==> src/sched_pkg.sv <==
`default_nettype none

package sched_pkg;

    // ********************
    // Sizes and timing
    // ********************
    localparam int LANES       = 4;
    localparam int QUEUE_DEPTH = 8;    // One slot stays free, so 7 usable.
    localparam int TAG_W       = 8;
    localparam int AGE_W       = 8;
    localparam int AGE_PERIOD  = 4;    // Cycles between age ticks.
    localparam int AGE_MAX     = 255;
    localparam int LANE_W      = 2;
    localparam int SLOT_W      = 3;    // Index of a slot inside a lane.
    localparam int TICK_W      = 2;    // Width of the tick counter.

    // Wishbone read word layout.
    localparam int WB_W      = 32;
    localparam int VALID_BIT = 31;
    localparam int LANE_LSB  = 16;
    localparam int AGE_LSB   = 8;
    localparam int TAG_LSB   = 0;

    typedef logic [TAG_W-1:0]             tag_t;
    typedef logic [AGE_W-1:0]             age_t;
    typedef logic [LANE_W-1:0]            lane_t;
    typedef logic [QUEUE_DEPTH-1:0]       slot_oh_t;
    typedef logic [QUEUE_DEPTH*AGE_W-1:0] ages_t;

    typedef enum logic {
        head_idle,
        head_ack
    } head_state_t;

endpackage

`default_nettype wire

==> src/age_queue.sv <==
`timescale 1ns/1ps
`default_nettype none

module age_queue (
    input  logic                clk,
    input  logic                rst,
    input  logic                push,
    input  sched_pkg::tag_t     push_tag,
    input  logic                pop,
    input  sched_pkg::slot_oh_t modify,
    input  sched_pkg::ages_t    new_ages,
    output logic                full,
    output logic                empty,
    output sched_pkg::slot_oh_t occupied,
    output sched_pkg::ages_t    old_ages,
    output sched_pkg::tag_t     head_tag,
    output sched_pkg::age_t     head_age
);
    import sched_pkg::*;

    slot_oh_t          wr_ptr;
    slot_oh_t          rd_ptr;
    slot_oh_t          wr_next;
    slot_oh_t          rd_next;
    logic [SLOT_W-1:0] wr_idx;
    logic              do_push;
    logic              do_pop;

    tag_t tags [QUEUE_DEPTH];
    age_t ages [QUEUE_DEPTH];

    // One-hot pointer to slot number.
    function automatic logic [SLOT_W-1:0] oh_to_idx(input slot_oh_t oh);
        logic [SLOT_W-1:0] idx;
        idx = '0;
        for (int k = 0; k < QUEUE_DEPTH; k++) begin
            if (oh[k]) begin
                idx = SLOT_W'(k);
            end
        end
        return idx;
    endfunction

    assign wr_next = {wr_ptr[QUEUE_DEPTH-2:0], wr_ptr[QUEUE_DEPTH-1]};
    assign rd_next = {rd_ptr[QUEUE_DEPTH-2:0], rd_ptr[QUEUE_DEPTH-1]};

    assign empty   = (wr_ptr == rd_ptr);
    assign full    = (wr_next == rd_ptr);   // Write pointer would catch up.
    assign do_push = push && !full;
    assign do_pop  = pop && !empty;
    assign wr_idx  = oh_to_idx(wr_ptr);

    // ********************
    // Pointers and occupancy
    // ********************
    always_ff @(posedge clk) begin
        if (rst) begin
            wr_ptr   <= slot_oh_t'(1);
            rd_ptr   <= slot_oh_t'(1);
            occupied <= '0;
        end else begin
            if (do_push) begin
                wr_ptr <= wr_next;
            end
            if (do_pop) begin
                rd_ptr <= rd_next;
            end
            occupied <= (occupied | (do_push ? wr_ptr : '0)) & ~(do_pop ? rd_ptr : '0);
        end
    end

    // ********************
    // Entry storage
    // ********************
    always_ff @(posedge clk) begin
        if (do_push) begin
            tags[wr_idx] <= push_tag;
        end
    end

    // A new entry starts at age 0, ahead of any age update.
    always_ff @(posedge clk) begin
        for (int k = 0; k < QUEUE_DEPTH; k++) begin
            if (do_push && wr_idx == SLOT_W'(k)) begin
                ages[k] <= '0;
            end else if (modify[k]) begin
                ages[k] <= new_ages[k*AGE_W +: AGE_W];
            end
        end
    end

    always_comb begin
        for (int k = 0; k < QUEUE_DEPTH; k++) begin
            old_ages[k*AGE_W +: AGE_W] = ages[k];
        end
    end

    // Head entry through the one-hot read pointer.
    always_comb begin
        head_tag = '0;
        head_age = '0;
        for (int k = 0; k < QUEUE_DEPTH; k++) begin
            if (rd_ptr[k]) begin
                head_tag = tags[k];
                head_age = ages[k];
            end
        end
    end

    a_ptr_onehot: assert property (@(posedge clk) disable iff (rst)
        $onehot(wr_ptr) && $onehot(rd_ptr))
        else $error("queue pointer not one-hot");

    a_no_pop_empty: assert property (@(posedge clk) disable iff (rst)
        !(pop && empty))
        else $error("pop while empty");

    a_no_push_full: assert property (@(posedge clk) disable iff (rst)
        !(push && full))
        else $error("push while full");

endmodule

`default_nettype wire

==> src/entry_ager.sv <==
`timescale 1ns/1ps
`default_nettype none

module entry_ager (
    input  logic                age_tick,
    input  sched_pkg::slot_oh_t occupied,
    input  sched_pkg::ages_t    old_ages,
    output sched_pkg::slot_oh_t modify,
    output sched_pkg::ages_t    new_ages
);
    import sched_pkg::*;

    // ********************
    // Saturating age step
    // ********************
    always_comb begin
        age_t cur;
        logic below_max;

        for (int k = 0; k < QUEUE_DEPTH; k++) begin
            cur       = old_ages[k*AGE_W +: AGE_W];
            below_max = (cur < age_t'(AGE_MAX));

            // Free slots and saturated ages are left alone.
            modify[k] = age_tick && occupied[k] && below_max;

            new_ages[k*AGE_W +: AGE_W] = cur + age_t'(1);
        end
    end

endmodule

`default_nettype wire

==> src/head_arbiter.sv <==
`timescale 1ns/1ps
`default_nettype none

module head_arbiter (
    input  logic                              clk,
    input  logic                              rst,
    input  logic [sched_pkg::LANES-1:0]       lane_empty,
    input  logic [sched_pkg::LANES*sched_pkg::TAG_W-1:0] head_tag,
    input  logic [sched_pkg::LANES*sched_pkg::AGE_W-1:0] head_age,
    input  logic                              pop_req,
    output logic [sched_pkg::LANES-1:0]       pop,
    output logic                              sel_valid,
    output sched_pkg::lane_t                  sel_lane,
    output sched_pkg::tag_t                   sel_tag,
    output sched_pkg::age_t                   sel_age,
    output logic                              age_tick
);
    import sched_pkg::*;

    logic [TICK_W-1:0] tick_cnt;

    // ********************
    // Oldest head select
    // ********************
    always_comb begin
        age_t cand_age;

        sel_valid = 1'b0;
        sel_lane  = '0;
        sel_tag   = '0;
        sel_age   = '0;
        for (int i = 0; i < LANES; i++) begin
            cand_age = head_age[i*AGE_W +: AGE_W];
            // Strictly greater, so the lowest lane keeps a tie.
            if (!lane_empty[i] && (!sel_valid || cand_age > sel_age)) begin
                sel_valid = 1'b1;
                sel_lane  = lane_t'(i);
                sel_tag   = head_tag[i*TAG_W +: TAG_W];
                sel_age   = cand_age;
            end
        end
    end

    always_comb begin
        pop = '0;
        if (pop_req && sel_valid) begin
            pop[sel_lane] = 1'b1;
        end
    end

    // ********************
    // Age tick
    // ********************
    always_ff @(posedge clk) begin
        if (rst) begin
            tick_cnt <= '0;
            age_tick <= 1'b0;
        end else begin
            if (tick_cnt == TICK_W'(AGE_PERIOD - 1)) begin
                tick_cnt <= '0;
                age_tick <= 1'b1;   // One cycle in every AGE_PERIOD.
            end else begin
                tick_cnt <= tick_cnt + TICK_W'(1);
                age_tick <= 1'b0;
            end
        end
    end

    a_pop_onehot: assert property (@(posedge clk) disable iff (rst)
        $onehot0(pop))
        else $error("more than one lane popped");

endmodule

`default_nettype wire

==> src/sched_top.sv <==
`timescale 1ns/1ps
`default_nettype none

module sched_top (
    input  logic                       clk,
    input  logic                       rst,
    input  logic                       wb_cyc,
    input  logic                       wb_stb,
    input  logic                       wb_we,
    input  sched_pkg::lane_t           wb_adr,
    input  logic [sched_pkg::WB_W-1:0] wb_dat_w,
    output logic [sched_pkg::WB_W-1:0] wb_dat_r,
    output logic                       wb_ack
);
    import sched_pkg::*;

    logic [LANES-1:0]       push;
    logic [LANES-1:0]       pop;
    logic [LANES-1:0]       lane_full;
    logic [LANES-1:0]       lane_empty;
    logic [LANES*TAG_W-1:0] head_tag;
    logic [LANES*AGE_W-1:0] head_age;
    tag_t                   push_tag;
    logic                   pop_req;
    logic                   sel_valid;
    lane_t                  sel_lane;
    tag_t                   sel_tag;
    age_t                   sel_age;
    logic                   age_tick;

    wb_cmd_port u_port (
        .clk       (clk),
        .rst       (rst),
        .wb_cyc    (wb_cyc),
        .wb_stb    (wb_stb),
        .wb_we     (wb_we),
        .wb_adr    (wb_adr),
        .wb_dat_w  (wb_dat_w),
        .lane_full (lane_full),
        .sel_valid (sel_valid),
        .sel_lane  (sel_lane),
        .sel_tag   (sel_tag),
        .sel_age   (sel_age),
        .wb_ack    (wb_ack),
        .wb_dat_r  (wb_dat_r),
        .push      (push),
        .push_tag  (push_tag),
        .pop_req   (pop_req)
    );

    // ********************
    // Lanes
    // ********************
    for (genvar g = 0; g < LANES; g++) begin : g_lane
        slot_oh_t occupied;
        slot_oh_t modify;
        ages_t    old_ages;
        ages_t    new_ages;

        age_queue u_queue (
            .clk      (clk),
            .rst      (rst),
            .push     (push[g]),
            .push_tag (push_tag),
            .pop      (pop[g]),
            .modify   (modify),
            .new_ages (new_ages),
            .full     (lane_full[g]),
            .empty    (lane_empty[g]),
            .occupied (occupied),
            .old_ages (old_ages),
            .head_tag (head_tag[g*TAG_W +: TAG_W]),
            .head_age (head_age[g*AGE_W +: AGE_W])
        );

        entry_ager u_ager (
            .age_tick (age_tick),
            .occupied (occupied),
            .old_ages (old_ages),
            .modify   (modify),
            .new_ages (new_ages)
        );
    end

    head_arbiter u_arb (
        .clk        (clk),
        .rst        (rst),
        .lane_empty (lane_empty),
        .head_tag   (head_tag),
        .head_age   (head_age),
        .pop_req    (pop_req),
        .pop        (pop),
        .sel_valid  (sel_valid),
        .sel_lane   (sel_lane),
        .sel_tag    (sel_tag),
        .sel_age    (sel_age),
        .age_tick   (age_tick)
    );

endmodule

`default_nettype wire

==> src/wb_cmd_port.sv <==
`timescale 1ns/1ps
`default_nettype none

module wb_cmd_port (
    input  logic                        clk,
    input  logic                        rst,
    input  logic                        wb_cyc,
    input  logic                        wb_stb,
    input  logic                        wb_we,
    input  sched_pkg::lane_t            wb_adr,
    input  logic [sched_pkg::WB_W-1:0]  wb_dat_w,
    input  logic [sched_pkg::LANES-1:0] lane_full,
    input  logic                        sel_valid,
    input  sched_pkg::lane_t            sel_lane,
    input  sched_pkg::tag_t             sel_tag,
    input  sched_pkg::age_t             sel_age,
    output logic                        wb_ack,
    output logic [sched_pkg::WB_W-1:0]  wb_dat_r,
    output logic [sched_pkg::LANES-1:0] push,
    output sched_pkg::tag_t             push_tag,
    output logic                        pop_req
);
    import sched_pkg::*;

    head_state_t     state;
    logic            req;
    logic            wr_ok;
    logic [WB_W-1:0] rd_word;

    // Only one request is taken per bus cycle. The ack state blocks the repeat.
    assign req   = wb_cyc && wb_stb && (state == head_idle);
    assign wr_ok = req && wb_we && !lane_full[wb_adr];   // Stalls while the lane is full.

    always_comb begin
        push         = '0;
        push[wb_adr] = wr_ok;
    end

    assign push_tag = wb_dat_w[TAG_LSB +: TAG_W];
    assign pop_req  = req && !wb_we;

    // Read word. All zero when no lane has an entry.
    always_comb begin
        rd_word = '0;
        if (sel_valid) begin
            rd_word[VALID_BIT]           = 1'b1;
            rd_word[LANE_LSB +: LANE_W]  = sel_lane;
            rd_word[AGE_LSB +: AGE_W]    = sel_age;
            rd_word[TAG_LSB +: TAG_W]    = sel_tag;
        end
    end

    // ********************
    // Ack state machine
    // ********************
    always_ff @(posedge clk) begin
        if (rst) begin
            state <= head_idle;
        end else begin
            case (state)
                head_idle: begin
                    if (wr_ok || pop_req) begin
                        state <= head_ack;
                    end
                end
                default: state <= head_idle;   // Master drops stb after the ack.
            endcase
        end
    end

    assign wb_ack = (state == head_ack);

    always_ff @(posedge clk) begin
        if (pop_req) begin
            wb_dat_r <= rd_word;
        end
    end

    a_ack_single: assert property (@(posedge clk) disable iff (rst)
        wb_ack |=> !wb_ack)
        else $error("wb_ack held for two cycles");

endmodule

`default_nettype wire
==> config.mk <==
export PLATFORM = sky130hd
export DESIGN_NAME = sched_top
export DESIGN_NICKNAME = d
export VERILOG_FILES = /design/src/sched_pkg.sv /design/src/age_queue.sv /design/src/entry_ager.sv /design/src/head_arbiter.sv /design/src/sched_top.sv /design/src/wb_cmd_port.sv
export SDC_FILE = /design/constraint.sdc
export NUM_CORES = 1
export LEC_CHECK = 0
export CAP_MARGIN = 30
export CORE_MARGIN = 8
export CORE_UTILIZATION = 45
export CTS_CLUSTER_SIZE = 28
export DETAILED_ROUTE_END_ITERATION = 7
export DONT_BUFFER_PORTS = 1
export PLACE_DENSITY = 0.68
export SLEW_MARGIN = 15
export SYNTH_ARGS = -nofsm -noshare
export SYNTH_HDL_FRONTEND = slang
export SYNTH_SLANG_ARGS = --single-unit
export TNS_END_PERCENT = 100
==> constraint.sdc <==
create_clock -name clk -period 19.1 [get_ports clk]
set_input_delay 3.82 -clock clk [delete_from_list [all_inputs] [get_ports clk]]
set_output_delay 3.82 -clock clk [all_outputs]
set_load 0.02 [all_outputs]
==> out/summary.txt <==
Slew headroom: 37.35%
largest net degree at the start of global routing: 82
CP Launch Type: register
Static Leak: 0.01183 µW
final setup vio count: 0
Critical Path Start: g_lane[0].u_queue.rd_ptr[1]$_SDFFE_PP0N_
gpl congestion: 0.8852
HPWL Detailed: 52.29 mm
Die W: 280.5 µm
Synth cell types: 75
Core ar.: 0.06966 mm²
DR vias/cell: 5.776
port buffer count: 0
Max VDD drop: 0.06426 mV
Worst Path Required: 19.37 ns
Post-synth ARST share: 0%
GRT Total Usage: 18.69%
worst skew pair latency: 0.61 ns
CTS sink count: 631
critical register-to-register path endpoint: u_port.wb_dat_r[12]$_SDFFCE_PN0P_
first-pass GRT wire length: 118.0 mm
Buf+Inv Stages, Crit Path: 4
CTS H-tree lvls: 3
unrepaired setup endpoints after global routing: false
Num CTS Buffers: 69
Fillers: 6187
final hold vios: 0
mapped cell area: 0.03148 mm²
Clock Pin Slew Worst Setup and Hold Paths: 0.06 ns
hold buffer count at cts: 0
final WL: 75.30 mm
TNS Setup: 0 ns
vias: 21760
Layout area overhead: 8.998%
Worst path depth: 28
flop2flop setup slack: 9.48 ns
Achievable Freq: 0.1040 GHz
cts repair resizes: 0
status: finished clean
# Post-CTS Setup Buffers: 0
final-report max-slew violation count: 0
worst-margin pin slew: 0.9334 ns
CP endpoint kind: register
first-pass iteration count of the detailed router: 5
vias in the first global route: 20810
Power Dens Cells: 84.50 mW/mm²
slowest stage delay, CP: 0.84 ns
Max Cap Viol: 0
pre-CTS setup slack: 9.620 ns
crit-path max FO: 29
die height: 280.5 µm
slowest cell on the critical path: nor2b_1
Worst Reg2Reg Path Length in Cells: 28
Final Net Count: 2866
Largest delay share family, worst path: compound AO/OA/AOI/OAI gates
Post-synth EDFFs: 531
post-synth top area share: 50.65%
grt ovf: 0
flops & latches, synth: 631
CP Data Arrival Time: 9.89 ns
Worst path most repeated cell: ha_1
worst hold path type: register to register
PnR worst setup slack: 9.482 ns
Worst Setup EP: u_port.wb_dat_r[12]$_SDFFCE_PN0P_
sequential area share after synthesis: 57.01%
DR DRC count: 0
Final ANT Viol Nets: 0
Main synth FF type: edfxtp_1
CTS root buf: clkbuf_16
Cells after Synth: 2863
# IOs: 72
row count: 97
post-synth top area cell: edfxtp_1
reg2reg start: g_lane[0].u_queue.rd_ptr[1]$_SDFFE_PP0N_
Initial Util: 45.19%
die area: 0.07867 mm²
minimum clock period: 9.618 ns
Worst Path Class, Setup: register to register
Max clock buf depth: 3
synth top area cells: edfxtp_1, dfxtp_1, xor2_1
Final Cycle Share: 50.35%
Ys Warns: 0
Detailed Route Iter0 Violations: 2095
clk_skew: 0.02546 ns
drt wl/cell: 19.99 µm
TritonCTS clock tree: done
share of layout cells above drive strength 1: 5.839%
initial antenna violation count: 0
syn avg cell area: 11.00 µm²
==> kinds of logic (layout without fill, tap and decap cells) <==
kind of cell               count (synthesis)  in the layout  share of synthesized area, %
and+or+nand+nor                          982            982                         15.21
DFF                                      631            631                         57.01
AOI/OAI and AO/OA                        549            549                         12.17
buffers and inverters                    332            283                         4.451
xor gates and xnor gates                 256            256                         7.122
adders and majority gates                 57             57                         2.265
muxes                                     55             55                         1.753
other                                      1             14                       0.01191
==> synth_stat cells, types with 9 or more instances <==
| cell type | n |
|---|---|
| o211ai_1 | 22 |
| a221oi_1 | 63 |
| inv_1 | 124 |
| or2_2 | 24 |
| nand3b_1 | 17 |
| a31oi_1 | 16 |
| o2111ai_1 | 20 |
| ha_1 | 57 |
| nor3b_1 | 9 |
| o21ai_0 | 44 |
| xor2_1 | 168 |
| o21a_1 | 17 |
| xnor2_1 | 88 |
| mux2i_1 | 54 |
| nand2_1 | 149 |
| o31ai_1 | 27 |
| edfxtp_1 | 531 |
| a211oi_1 | 45 |
| nor4_1 | 17 |
| nor2b_1 | 55 |
| buf_4 | 17 |
| nand3_1 | 187 |
| nand2b_1 | 47 |
| clkbuf_1 | 118 |
| nand4_1 | 28 |
| nor3_1 | 9 |
| o221ai_1 | 10 |
| and3_1 | 56 |
| buf_2 | 61 |
| nor2_1 | 347 |
| a21oi_1 | 133 |
| a211o_1 | 18 |
| a221o_1 | 18 |
| dfxtp_1 | 100 |
| o22ai_1 | 54 |
==> placed cells by master (no fill, tap or decap), types with 9 or more instances in the layout <==
master,count
edfxtp_1,531
nor2_1,345
nand3_1,187
xor2_1,168
nand2_1,149
a21oi_1,133
inv_1,124
dfxtp_1,99
xnor2_1,88
clkbuf_16,71
a221oi_1,63
ha_1,57
and3_1,56
nor2b_1,55
o22ai_1,54
mux2i_1,54
nand2b_1,47
a211oi_1,45
o21ai_0,44
nand4_1,28
o31ai_1,27
clkbuf_1,25
or2_2,24
buf_4,23
o211ai_1,22
o2111ai_1,20
a221o_1,18
a211o_1,18
nand3b_1,17
o21a_1,17
a31oi_1,16
nor4_1,15
conb_1,13
o221ai_1,10
nor3_1,9
nor3b_1,9
clkinv_1,9
==> through the flow <==
step	utilization, %	instance area, µm²	std cells	hold WS [ns]	power [µW]
after floorplan	-	31530	2875	0.4073	1573
after global placement	45.89	31970	3632	0.4110	1591
after detailed placement	45.98	32030	3638	0.4332	1594
after CTS	49.22	34290	3765	0.4409	2925
after global routing	49.25	34310	3766	0.4564	2981
final	49.25	34310	3767	0.4299	2899
==> per-layer routing <==
layer	part of all wire, %	GRT usage [%]	wire length [µm]
met3	7.3	3.691	5468
met5	0	0	0
met1	45	26.41	33810
met4	2.6	5.994	1929
met2	45	28.78	34090
==> final cells by class <==
cell class / count / area (µm²) / area share [%]
diodes: 1 / 2.502 / 0.007293
inverters: 128 / 480.5 / 1.400
multi-input cells: 1912 / 12210 / 35.59
flip-flops and latches: 631 / 17950 / 52.31
clock inverters: 26 / 315.3 / 0.9189
clock buffers: 101 / 1939 / 5.652
repair buffers: 28 / 240.2 / 0.7001
well taps: 940 / 1176 / 3.428
==> registers in the layout, indices dropped and copies added, names as in the netlist <==
signal	cells
g_lane.u_queue.tags	256
g_lane.u_queue.wr_ptr	32
g_lane.u_queue.occupied	32
u_arb.tick_cnt	2
g_lane.u_queue.ages	256
u_port.wb_ack	1
u_port.wb_dat_r	19
g_lane.u_queue.rd_ptr	32
u_arb.age_tick	1
==> worst min path at each step <==
stage / endpoint / slack (ns) / depth (start not counted) / start
2_1_floorplan: u_arb.tick_cnt[0]$_SDFF_PP0_ / 0.41 / 1 / u_arb.tick_cnt[0]$_SDFF_PP0_
6_report: u_arb.tick_cnt[0]$_SDFF_PP0_ / 0.43 / 1 / u_arb.tick_cnt[0]$_SDFF_PP0_
4_1_cts: u_arb.tick_cnt[0]$_SDFF_PP0_ / 0.44 / 1 / u_arb.tick_cnt[0]$_SDFF_PP0_
5_1_grt: u_arb.tick_cnt[0]$_SDFF_PP0_ / 0.46 / 1 / u_arb.tick_cnt[0]$_SDFF_PP0_
3_3_place_gp: u_arb.tick_cnt[0]$_SDFF_PP0_ / 0.41 / 1 / u_arb.tick_cnt[0]$_SDFF_PP0_
3_5_place_dp: u_arb.tick_cnt[0]$_SDFF_PP0_ / 0.43 / 1 / u_arb.tick_cnt[0]$_SDFF_PP0_
==> power breakdown <==
group / total (µW) / internal [µW] / leakage [µW] / switching [µW]
Sequential: 1500 / 1490 / 0.00566 / 7.44
Clock: 1330 / 790 / 0.00109 / 544
Combinational: 70.0 / 23.1 / 0.00509 / 46.9
Power figures use the tool's default switching activity.
